<file path="config.mk">
export PLATFORM = sky130hd
export DESIGN_NAME = fetch_core
export DESIGN_NICKNAME = d
export VERILOG_FILES = /design/src/hw/rv_isa_pkg.sv /design/src/hw/fetch_pkg.sv /design/src/hw/branch_target.sv /design/src/hw/fetch_core.sv /design/src/hw/instr_decode.sv /design/src/hw/pc_reg.sv /design/src/hw/reg_file.sv
export SDC_FILE = /design/constraint.sdc
export NUM_CORES = 2
export LEC_CHECK = 0
export BUFFER_PORTS_ARGS = -buffer_cell sky130_fd_sc_hd__buf_2
export CAP_MARGIN = 25
export CORE_AREA = 2 2 325 327
export CTS_CLUSTER_DIAMETER = 120
export DETAILED_ROUTE_END_ITERATION = 6
export DIE_AREA = 0 0 327 329
export PLACE_DENSITY = 0.77
export SYNTH_ARGS = -nofsm -noshare
export SYNTH_HDL_FRONTEND = slang
export SYNTH_SLANG_ARGS = --single-unit
</file>
<file path="constraint.sdc">
create_clock -name clk -period 6.42 [get_ports clk]
set_input_delay 1.284 -clock clk [delete_from_list [all_inputs] [get_ports clk]]
set_output_delay 1.284 -clock clk [all_outputs]
set_load 0.02 [all_outputs]
</file>
<file path="src/hw/rv_isa_pkg.sv">
package rv_isa_pkg;

	localparam int xlen = 32;

	typedef logic [xlen-1:0] word_t;    // data, address, instruction word
	typedef logic [4:0]      reg_addr_t;
	typedef logic [6:0]      opcode_t;
	typedef logic [2:0]      funct3_t;

	// control transfer opcodes
	localparam opcode_t op_branch = 7'b1100011;
	localparam opcode_t op_jal    = 7'b1101111;
	localparam opcode_t op_jalr   = 7'b1100111;

	// branch conditions
	localparam funct3_t f3_beq  = 3'b000;
	localparam funct3_t f3_bne  = 3'b001;
	localparam funct3_t f3_blt  = 3'b100;
	localparam funct3_t f3_bge  = 3'b101;
	localparam funct3_t f3_bltu = 3'b110;
	localparam funct3_t f3_bgeu = 3'b111;

	// fields the fetch side needs, immediates already extended
	typedef struct packed {
		opcode_t   opcode;
		funct3_t   funct3;
		reg_addr_t rs1;
		reg_addr_t rs2;
		reg_addr_t rd;
		word_t     imm_b;     // 2-byte units
		word_t     imm_j;     // 2-byte units
		word_t     imm_i;     // byte granular, jalr
		logic      is_branch;
		logic      is_jal;
		logic      is_jalr;
	} decoded_t;

endpackage

</file>
<file path="src/hw/fetch_pkg.sv">
package fetch_pkg;

	import rv_isa_pkg::*;

	localparam word_t reset_vector = 32'h0000_0000;
	localparam int    reg_count    = 32;

	// external register write, used to preload operands
	typedef struct packed {
		logic      en;
		reg_addr_t addr;
		word_t     data;
	} wb_t;

	// one record per accepted instruction
	typedef struct packed {
		logic  valid;
		logic  redirect;   // target taken instead of pc + 4
		word_t pc;
		word_t next_pc;
	} retire_t;

endpackage

</file>
<file path="src/hw/branch_target.sv">
module branch_target (
	input  rv_isa_pkg::decoded_t dec,
	input  rv_isa_pkg::word_t    pc,
	input  rv_isa_pkg::word_t    rs1_val,
	input  rv_isa_pkg::word_t    rs2_val,
	output rv_isa_pkg::word_t    target,
	output logic                 redirect
);

	import rv_isa_pkg::*;

	logic  eq;
	logic  lt_s;
	logic  lt_u;
	logic  cond;
	logic  taken;
	word_t base;
	word_t imm;
	word_t sum;

	assign eq   = (rs1_val == rs2_val);
	assign lt_s = ($signed(rs1_val) < $signed(rs2_val));
	assign lt_u = (rs1_val < rs2_val);

	always_comb begin
		case (dec.funct3)
			f3_beq:  cond = eq;
			f3_bne:  cond = !eq;
			f3_blt:  cond = lt_s;
			f3_bge:  cond = !lt_s;
			f3_bltu: cond = lt_u;
			f3_bgeu: cond = !lt_u;
			default: cond = 1'b0;   // reserved funct3, fall through
		endcase
	end

	assign taken = dec.is_branch && cond;

	// jalr adds to rs1, everything else is pc relative
	assign base = dec.is_jalr ? rs1_val : pc;

	always_comb begin
		if (dec.is_jalr)
			imm = dec.imm_i;
		else if (dec.is_jal)
			imm = dec.imm_j;
		else
			imm = dec.imm_b;
	end

	assign sum = base + imm;

	// jalr drops the low bit of the sum
	assign target = dec.is_jalr ? {sum[xlen-1:1], 1'b0} : sum;

	assign redirect = taken || dec.is_jal || dec.is_jalr;

	// pc relative targets rely on an even pc from pc_reg
	always_comb begin
		assert final (!redirect || !target[0])
			else $error("redirect target 0x%08h is odd", target);
	end

endmodule

</file>
<file path="src/hw/fetch_core.sv">
module fetch_core (
	input  logic               clk,
	input  logic               rst,
	input  rv_isa_pkg::word_t  instr,
	input  logic               instr_valid,
	input  fetch_pkg::wb_t     wb,
	output rv_isa_pkg::word_t  pc,
	output fetch_pkg::retire_t retire
);

	import rv_isa_pkg::*;

	decoded_t dec;
	word_t    rs1_val;
	word_t    rs2_val;
	word_t    target;
	logic     redirect;
	logic     link_en;
	word_t    link_data;

	instr_decode u_decode (
		.instr (instr),
		.dec   (dec)
	);

	reg_file u_regs (
		.clk       (clk),
		.rst       (rst),
		.rs1_addr  (dec.rs1),
		.rs2_addr  (dec.rs2),
		.rs1_val   (rs1_val),
		.rs2_val   (rs2_val),
		.link_en   (link_en),
		.link_addr (dec.rd),   // link goes to rd of the jump
		.link_data (link_data),
		.wb        (wb)
	);

	branch_target u_target (
		.dec      (dec),
		.pc       (pc),
		.rs1_val  (rs1_val),
		.rs2_val  (rs2_val),
		.target   (target),
		.redirect (redirect)
	);

	pc_reg u_pc (
		.clk         (clk),
		.rst         (rst),
		.instr_valid (instr_valid),
		.dec         (dec),
		.redirect    (redirect),
		.target      (target),
		.pc          (pc),
		.link_en     (link_en),
		.link_data   (link_data),
		.retire      (retire)
	);

endmodule

</file>
<file path="src/hw/instr_decode.sv">
module instr_decode (
	input  rv_isa_pkg::word_t    instr,
	output rv_isa_pkg::decoded_t dec
);

	import rv_isa_pkg::*;

	opcode_t opcode;
	word_t   imm_b;
	word_t   imm_j;
	word_t   imm_i;

	assign opcode = instr[6:0];

	// b-type: imm[12|10:5] in 31:25, imm[4:1|11] in 11:7
	assign imm_b = {{20{instr[31]}}, instr[7], instr[30:25], instr[11:8], 1'b0};

	// j-type: imm[20|10:1|11|19:12]
	assign imm_j = {{12{instr[31]}}, instr[19:12], instr[20], instr[30:21], 1'b0};

	// i-type, no implied zero bit
	assign imm_i = {{20{instr[31]}}, instr[31:20]};

	always_comb begin
		dec.opcode    = opcode;
		dec.funct3    = instr[14:12];
		dec.rs1       = instr[19:15];
		dec.rs2       = instr[24:20];
		dec.rd        = instr[11:7];
		dec.imm_b     = imm_b;
		dec.imm_j     = imm_j;
		dec.imm_i     = imm_i;
		dec.is_branch = (opcode == op_branch);
		dec.is_jal    = (opcode == op_jal);
		dec.is_jalr   = (opcode == op_jalr);
	end

endmodule

</file>
<file path="src/hw/pc_reg.sv">
module pc_reg (
	input  logic                 clk,
	input  logic                 rst,
	input  logic                 instr_valid,
	input  rv_isa_pkg::decoded_t dec,
	input  logic                 redirect,
	input  rv_isa_pkg::word_t    target,
	output rv_isa_pkg::word_t    pc,
	output logic                 link_en,
	output rv_isa_pkg::word_t    link_data,
	output fetch_pkg::retire_t   retire
);

	import rv_isa_pkg::*;
	import fetch_pkg::*;

	word_t pc_plus4;   // shared by fall-through and link
	word_t next_pc;

	logic  ret_valid;
	logic  ret_redirect;
	word_t ret_pc;
	word_t ret_next_pc;

	assign pc_plus4 = pc + 32'd4;
	assign next_pc  = redirect ? target : pc_plus4;

	// rd address comes straight from dec.rd at the top
	assign link_en   = instr_valid && (dec.is_jal || dec.is_jalr) && (dec.rd != '0);
	assign link_data = pc_plus4;

	always_ff @(posedge clk) begin
		if (rst) begin
			pc        <= reset_vector;
			ret_valid <= 1'b0;
		end else begin
			ret_valid <= instr_valid;
			if (instr_valid)
				pc <= next_pc;   // hold otherwise
		end
	end

	always_ff @(posedge clk) begin
		if (instr_valid) begin
			ret_redirect <= redirect;
			ret_pc       <= pc;
			ret_next_pc  <= next_pc;
		end
	end

	assign retire = '{valid: ret_valid, redirect: ret_redirect,
	                  pc: ret_pc, next_pc: ret_next_pc};

	// holds across branch_target, which only clears bit 0 for jalr
	a_pc_even: assert property (@(posedge clk) disable iff (rst) !pc[0])
		else $error("pc 0x%08h has bit 0 set", pc);

endmodule

</file>
<file path="src/hw/reg_file.sv">
module reg_file (
	input  logic                 clk,
	input  logic                 rst,
	input  rv_isa_pkg::reg_addr_t rs1_addr,
	input  rv_isa_pkg::reg_addr_t rs2_addr,
	output rv_isa_pkg::word_t    rs1_val,
	output rv_isa_pkg::word_t    rs2_val,
	input  logic                 link_en,
	input  rv_isa_pkg::reg_addr_t link_addr,
	input  rv_isa_pkg::word_t    link_data,
	input  fetch_pkg::wb_t       wb
);

	import rv_isa_pkg::*;
	import fetch_pkg::*;

	word_t regs [0:reg_count-1];   // x0 stays zero through the write guard

	logic      wr_en;
	reg_addr_t wr_addr;
	word_t     wr_data;

	// link write takes the port and drops the external write
	assign wr_en   = link_en || wb.en;
	assign wr_addr = link_en ? link_addr : wb.addr;
	assign wr_data = link_en ? link_data : wb.data;

	always_ff @(posedge clk) begin
		if (rst) begin
			for (int i = 0; i < reg_count; i++)
				regs[i] <= '0;
		end else if (wr_en && wr_addr != '0) begin
			regs[wr_addr] <= wr_data;
		end
	end

	assign rs1_val = regs[rs1_addr];
	assign rs2_val = regs[rs2_addr];

	// writes aimed at x0 must leave no trace
	a_x0_zero: assert property (@(posedge clk) disable iff (rst)
		(wr_en && wr_addr == '0) |=> (regs[0] == '0))
		else $error("x0 changed after a write");

endmodule

</file>
==> metrics.txt <==
transition time of the tightest slew-check pin=1150 ps; total placed instance area=63700 sq um; Fin Clk Skew=approximately 25 ps; drt initial violations=approximately 7.4k; sequential-to-total area share from yosys stat=0.565; count of yosys warnings during synthesis=0; DIE AREA=108000 sq um; sink count of the clock tree=1122; remaining max-slew budget at the tightest pin=0.231; leakage power figure=~24 nW; final number of max-transition violations=0; Max Root-Sink Buffers=3; startpoint of the worst hold path=u_pc.pc[30]$_SDFFE_PP0P_; power density cells=roughly 260 nW/um^2; total CTS buffers=114; setup slack of the worst register-to-register path=840 ps; Cell Count, Final, Fillers Out=5739; Clk pwr share=0.376; proportion of layout cells with a drive suffix above 1=0.342; average footprint of a synthesized cell=around 15 sq um; outcome=finished with violations; via count of the routed design=41.5k; pin count of the biggest net entering global routing=63; terminus of the critical flop-to-flop path=u_pc.pc[20]$_SDFFE_PP0P_; Placement Rows=119; share of async-settable or async-resettable flops after synthesis=0; area share of the largest cell type after synthesis=0.553; final core utilization=0.647; chip height=roughly 330 um; combinational power share=0.142; HPWL reported at the end of detailed placement=123000 um; Critical Path Source Type=primary input; arrival time at the worst endpoint=slightly below 7000 ps; sequential standard cell area=33400 sq um; complex-gate fraction of the synthesized area=0.0256; critical path fanouts, max=28; Routed Wire Length=between 150000 and 200000 um; starting density of the core=0.566; setup repair after global routing missed its margin=false; number of fillers in the final layout=7017; count of max-cap constraint violations=0; width of the chip=327 um; drt pass-1 iters=7; number of enable-type register cells in the synthesized netlist=approximately 1.1k; worst reg2reg startpoint=u_regs.regs[2][14]$_SDFFCE_PN0P_; largest family of logic cells by synthesized area=multiplexers; portion of netlist area occupied by mux cells=0.266; core area=about 100000 sq um; number of global-route vias before repair=41.1k; Top FF cell, synth=edfxtp_1; Simple-Gate Fraction of Synth Area=0.0939; crit path kind=primary input to flop; GPL Wtd Cong=0.950; Residual DRC=2; synthesized area=59100 sq um; IR drop worst, VDD=0.233 mV; remaining global-route overflow=0; number of distinct standard cells referenced by the synthesized netlist=79; cell type with the largest total area after synthesis=edfxtp_1; antenna violations before repair=6; total negative slack for setup checks=0 ps; cell with the most instances after synthesis=edfxtp_1; cell types with the largest area share after synthesis=edfxtp_1 (55%), mux4_2 (24%), nor2_1 (6.9%), clkbuf_1 (1.9%), ha_1 (1.4%); adder-cell share of the synthesized area=0.0139; IO Count=171; Clock Root Buffer=clkbuf_16; xor and xnor fraction of the mapped netlist area=0.00830; count of final hold-check violations=0; post-synthesis register bit count=1122; area used by multi-input combinational logic=24600 sq um; H-tree lvl count=3; vias per cell=7.22; Clock Latency Late Sink=730 ps; Post-Place Cells=5520; count of endpoints failing setup in the final report=0; layout overhead on the synthesized area=14.2%; count of nets left with antenna violations after detail routing=0; maximum frequency from static timing analysis=around 0.16 GHz; final setup margin=204 ps; Int Pwr=13.3 mW; Worst Hold Path Cells=0; violated checks=design-rule violations; terminating pin of the worst hold path=u_pc.ret_pc[30]$_DFFE_PP_; total routing usage reported by global routing=0.368; TritonCTS clock tree=built; final period utilization=0.968; post-place setup slack=-438 ps; synthesized netlist cell count=4013; Biggest register=u_regs.regs; Post-synth top cells=edfxtp_1 (1089), nor2_1 (1085), mux4_2 (640); final critical path time including I/O delays and setup=6220 ps; Seq pwr share=0.482; Port-buffer cells=between 150 and 200; Clock transition at path regs=~60 ps; category of the worst setup path capture point=flop; total number of nets in the final design=4387; first-pass GRT wire length=281000 um; max FFs per register=just over 1k; required time at the endpoint of the critical path=7080 ps; wire per inst=34.4 um; depth of the worst register-to-register path=16; hold buffers post-CTS=0; NetSw=4.60 mW; Final Cell Area=67500 sq um; path category of the worst min-delay check=flop to flop; fraction of power spent switching nets=0.258
[cells by family (layout without fill, tap and decap cells)]
family,count (synthesis),count (layout)
adder cells (fa/ha/maj),65,65
AO/OA/AOI/OAI,231,231
other,1,34
AND/OR/NAND/NOR,1365,1365
buffers and inverters,410,712
flip-flops,1122,1122
XOR/XNOR,56,56
multiplexers,763,763
[worst max-delay path: stages]
cell and delay (ps):
buf_8 170, buf_12 250, mux4_2 540, mux4_2 540
mux2_2 370, ha_1 390, nand4_1 260, nor4_2 640
o21ai_0 170, buf_4 200, a31o_1 240, mux2i_1 160
nor3_1 510, a31oi_4 180, buf_4 260, or3_1 370
a21o_1 180, a21oi_1 110
[area by class of cell]
class | count | share of cell area
clock buffer | 135 | 0.0441
multi-input combinational | 2512 | 0.364
clock inverter | 78 | 0.0108
antenna | 2 | 0.0000741
inverter | 21 | 0.00117
tap | 1391 | 0.0258
sequential | 1122 | 0.494
timing repair buffer | 478 | 0.0602
[placed cells by master, fill, tap and decap left out, types with 31 or more instances in the layout]
cell type / n
conb_1: 32
buf_12: 67
buf_4: 245
xnor2_1: 35
clkbuf_16: 116
mux2i_1: 50
dfxtp_1: 33
edfxtp_1: 1089
mux4_2: 640
nor2_1: 1084
nand2_2: 31
ha_1: 64
a21oi_1: 55
nand2b_2: 31
buf_2: 160
mux2_2: 64
nand2_1: 85
o21ai_0: 47
[repair_timing]
action / CTS / global route
setup endpoints to repair: 0 / 25
setup buffers: 0 / 0
gates resized for setup: 0 / 1
[per-stage QoR]
step	hold WS [ps]	total power, mW
floorplan	559	10.2
global placement	498	11.1
detailed placement	503	11.2
CTS	516	17.7
global route	526	18.2
finish	513	17.9
[per-layer routing]
| layer | vias to the layer above | GRT usage | share of wire |
|---|---|---|---|
| li1 | 15900 | - | - |
| met1 | 20400 | 0.460 | 0.31 |
| met2 | 4172 | 0.563 | 0.45 |
| met3 | 968 | 0.125 | 0.17 |
| met4 | 8 | 0.216 | 0.073 |
| met5 | - | 0.00217 | 0.00035 |
[worst max-delay path by stage]
| stage | from | endpoint | slack (ps) | depth (start not counted) |
|---|---|---|---|---|
| after floorplan | instr[15] | u_pc.pc[28]$_SDFFE_PP0P_ | 220 | 20 |
| after global placement | instr[15] | u_pc.pc[19]$_SDFFE_PP0P_ | -430 | 19 |
| after detailed placement | instr[15] | u_pc.pc[19]$_SDFFE_PP0P_ | -440 | 19 |
| after CTS | instr[15] | u_pc.pc[19]$_SDFFE_PP0P_ | 240 | 19 |
| after global routing | instr[15] | u_pc.pc[7]$_SDFFE_PP0P_ | 80 | 19 |
| final | instr[15] | u_pc.pc[20]$_SDFFE_PP0P_ | 200 | 18 |
[power by group through the flow]
stage | clock network [mW] | registers, mW | logic (mW)
5_1_grt | 6.97 | 8.64 | 2.61
6_report | 6.72 | 8.61 | 2.53
4_1_cts | 6.68 | 8.60 | 2.46
2_1_floorplan | 0 | 8.70 | 1.49
3_5_place_dp | 0 | 8.74 | 2.43
3_3_place_gp | 0 | 8.70 | 2.39
Note: power is estimated with default switching activity, not from simulation.
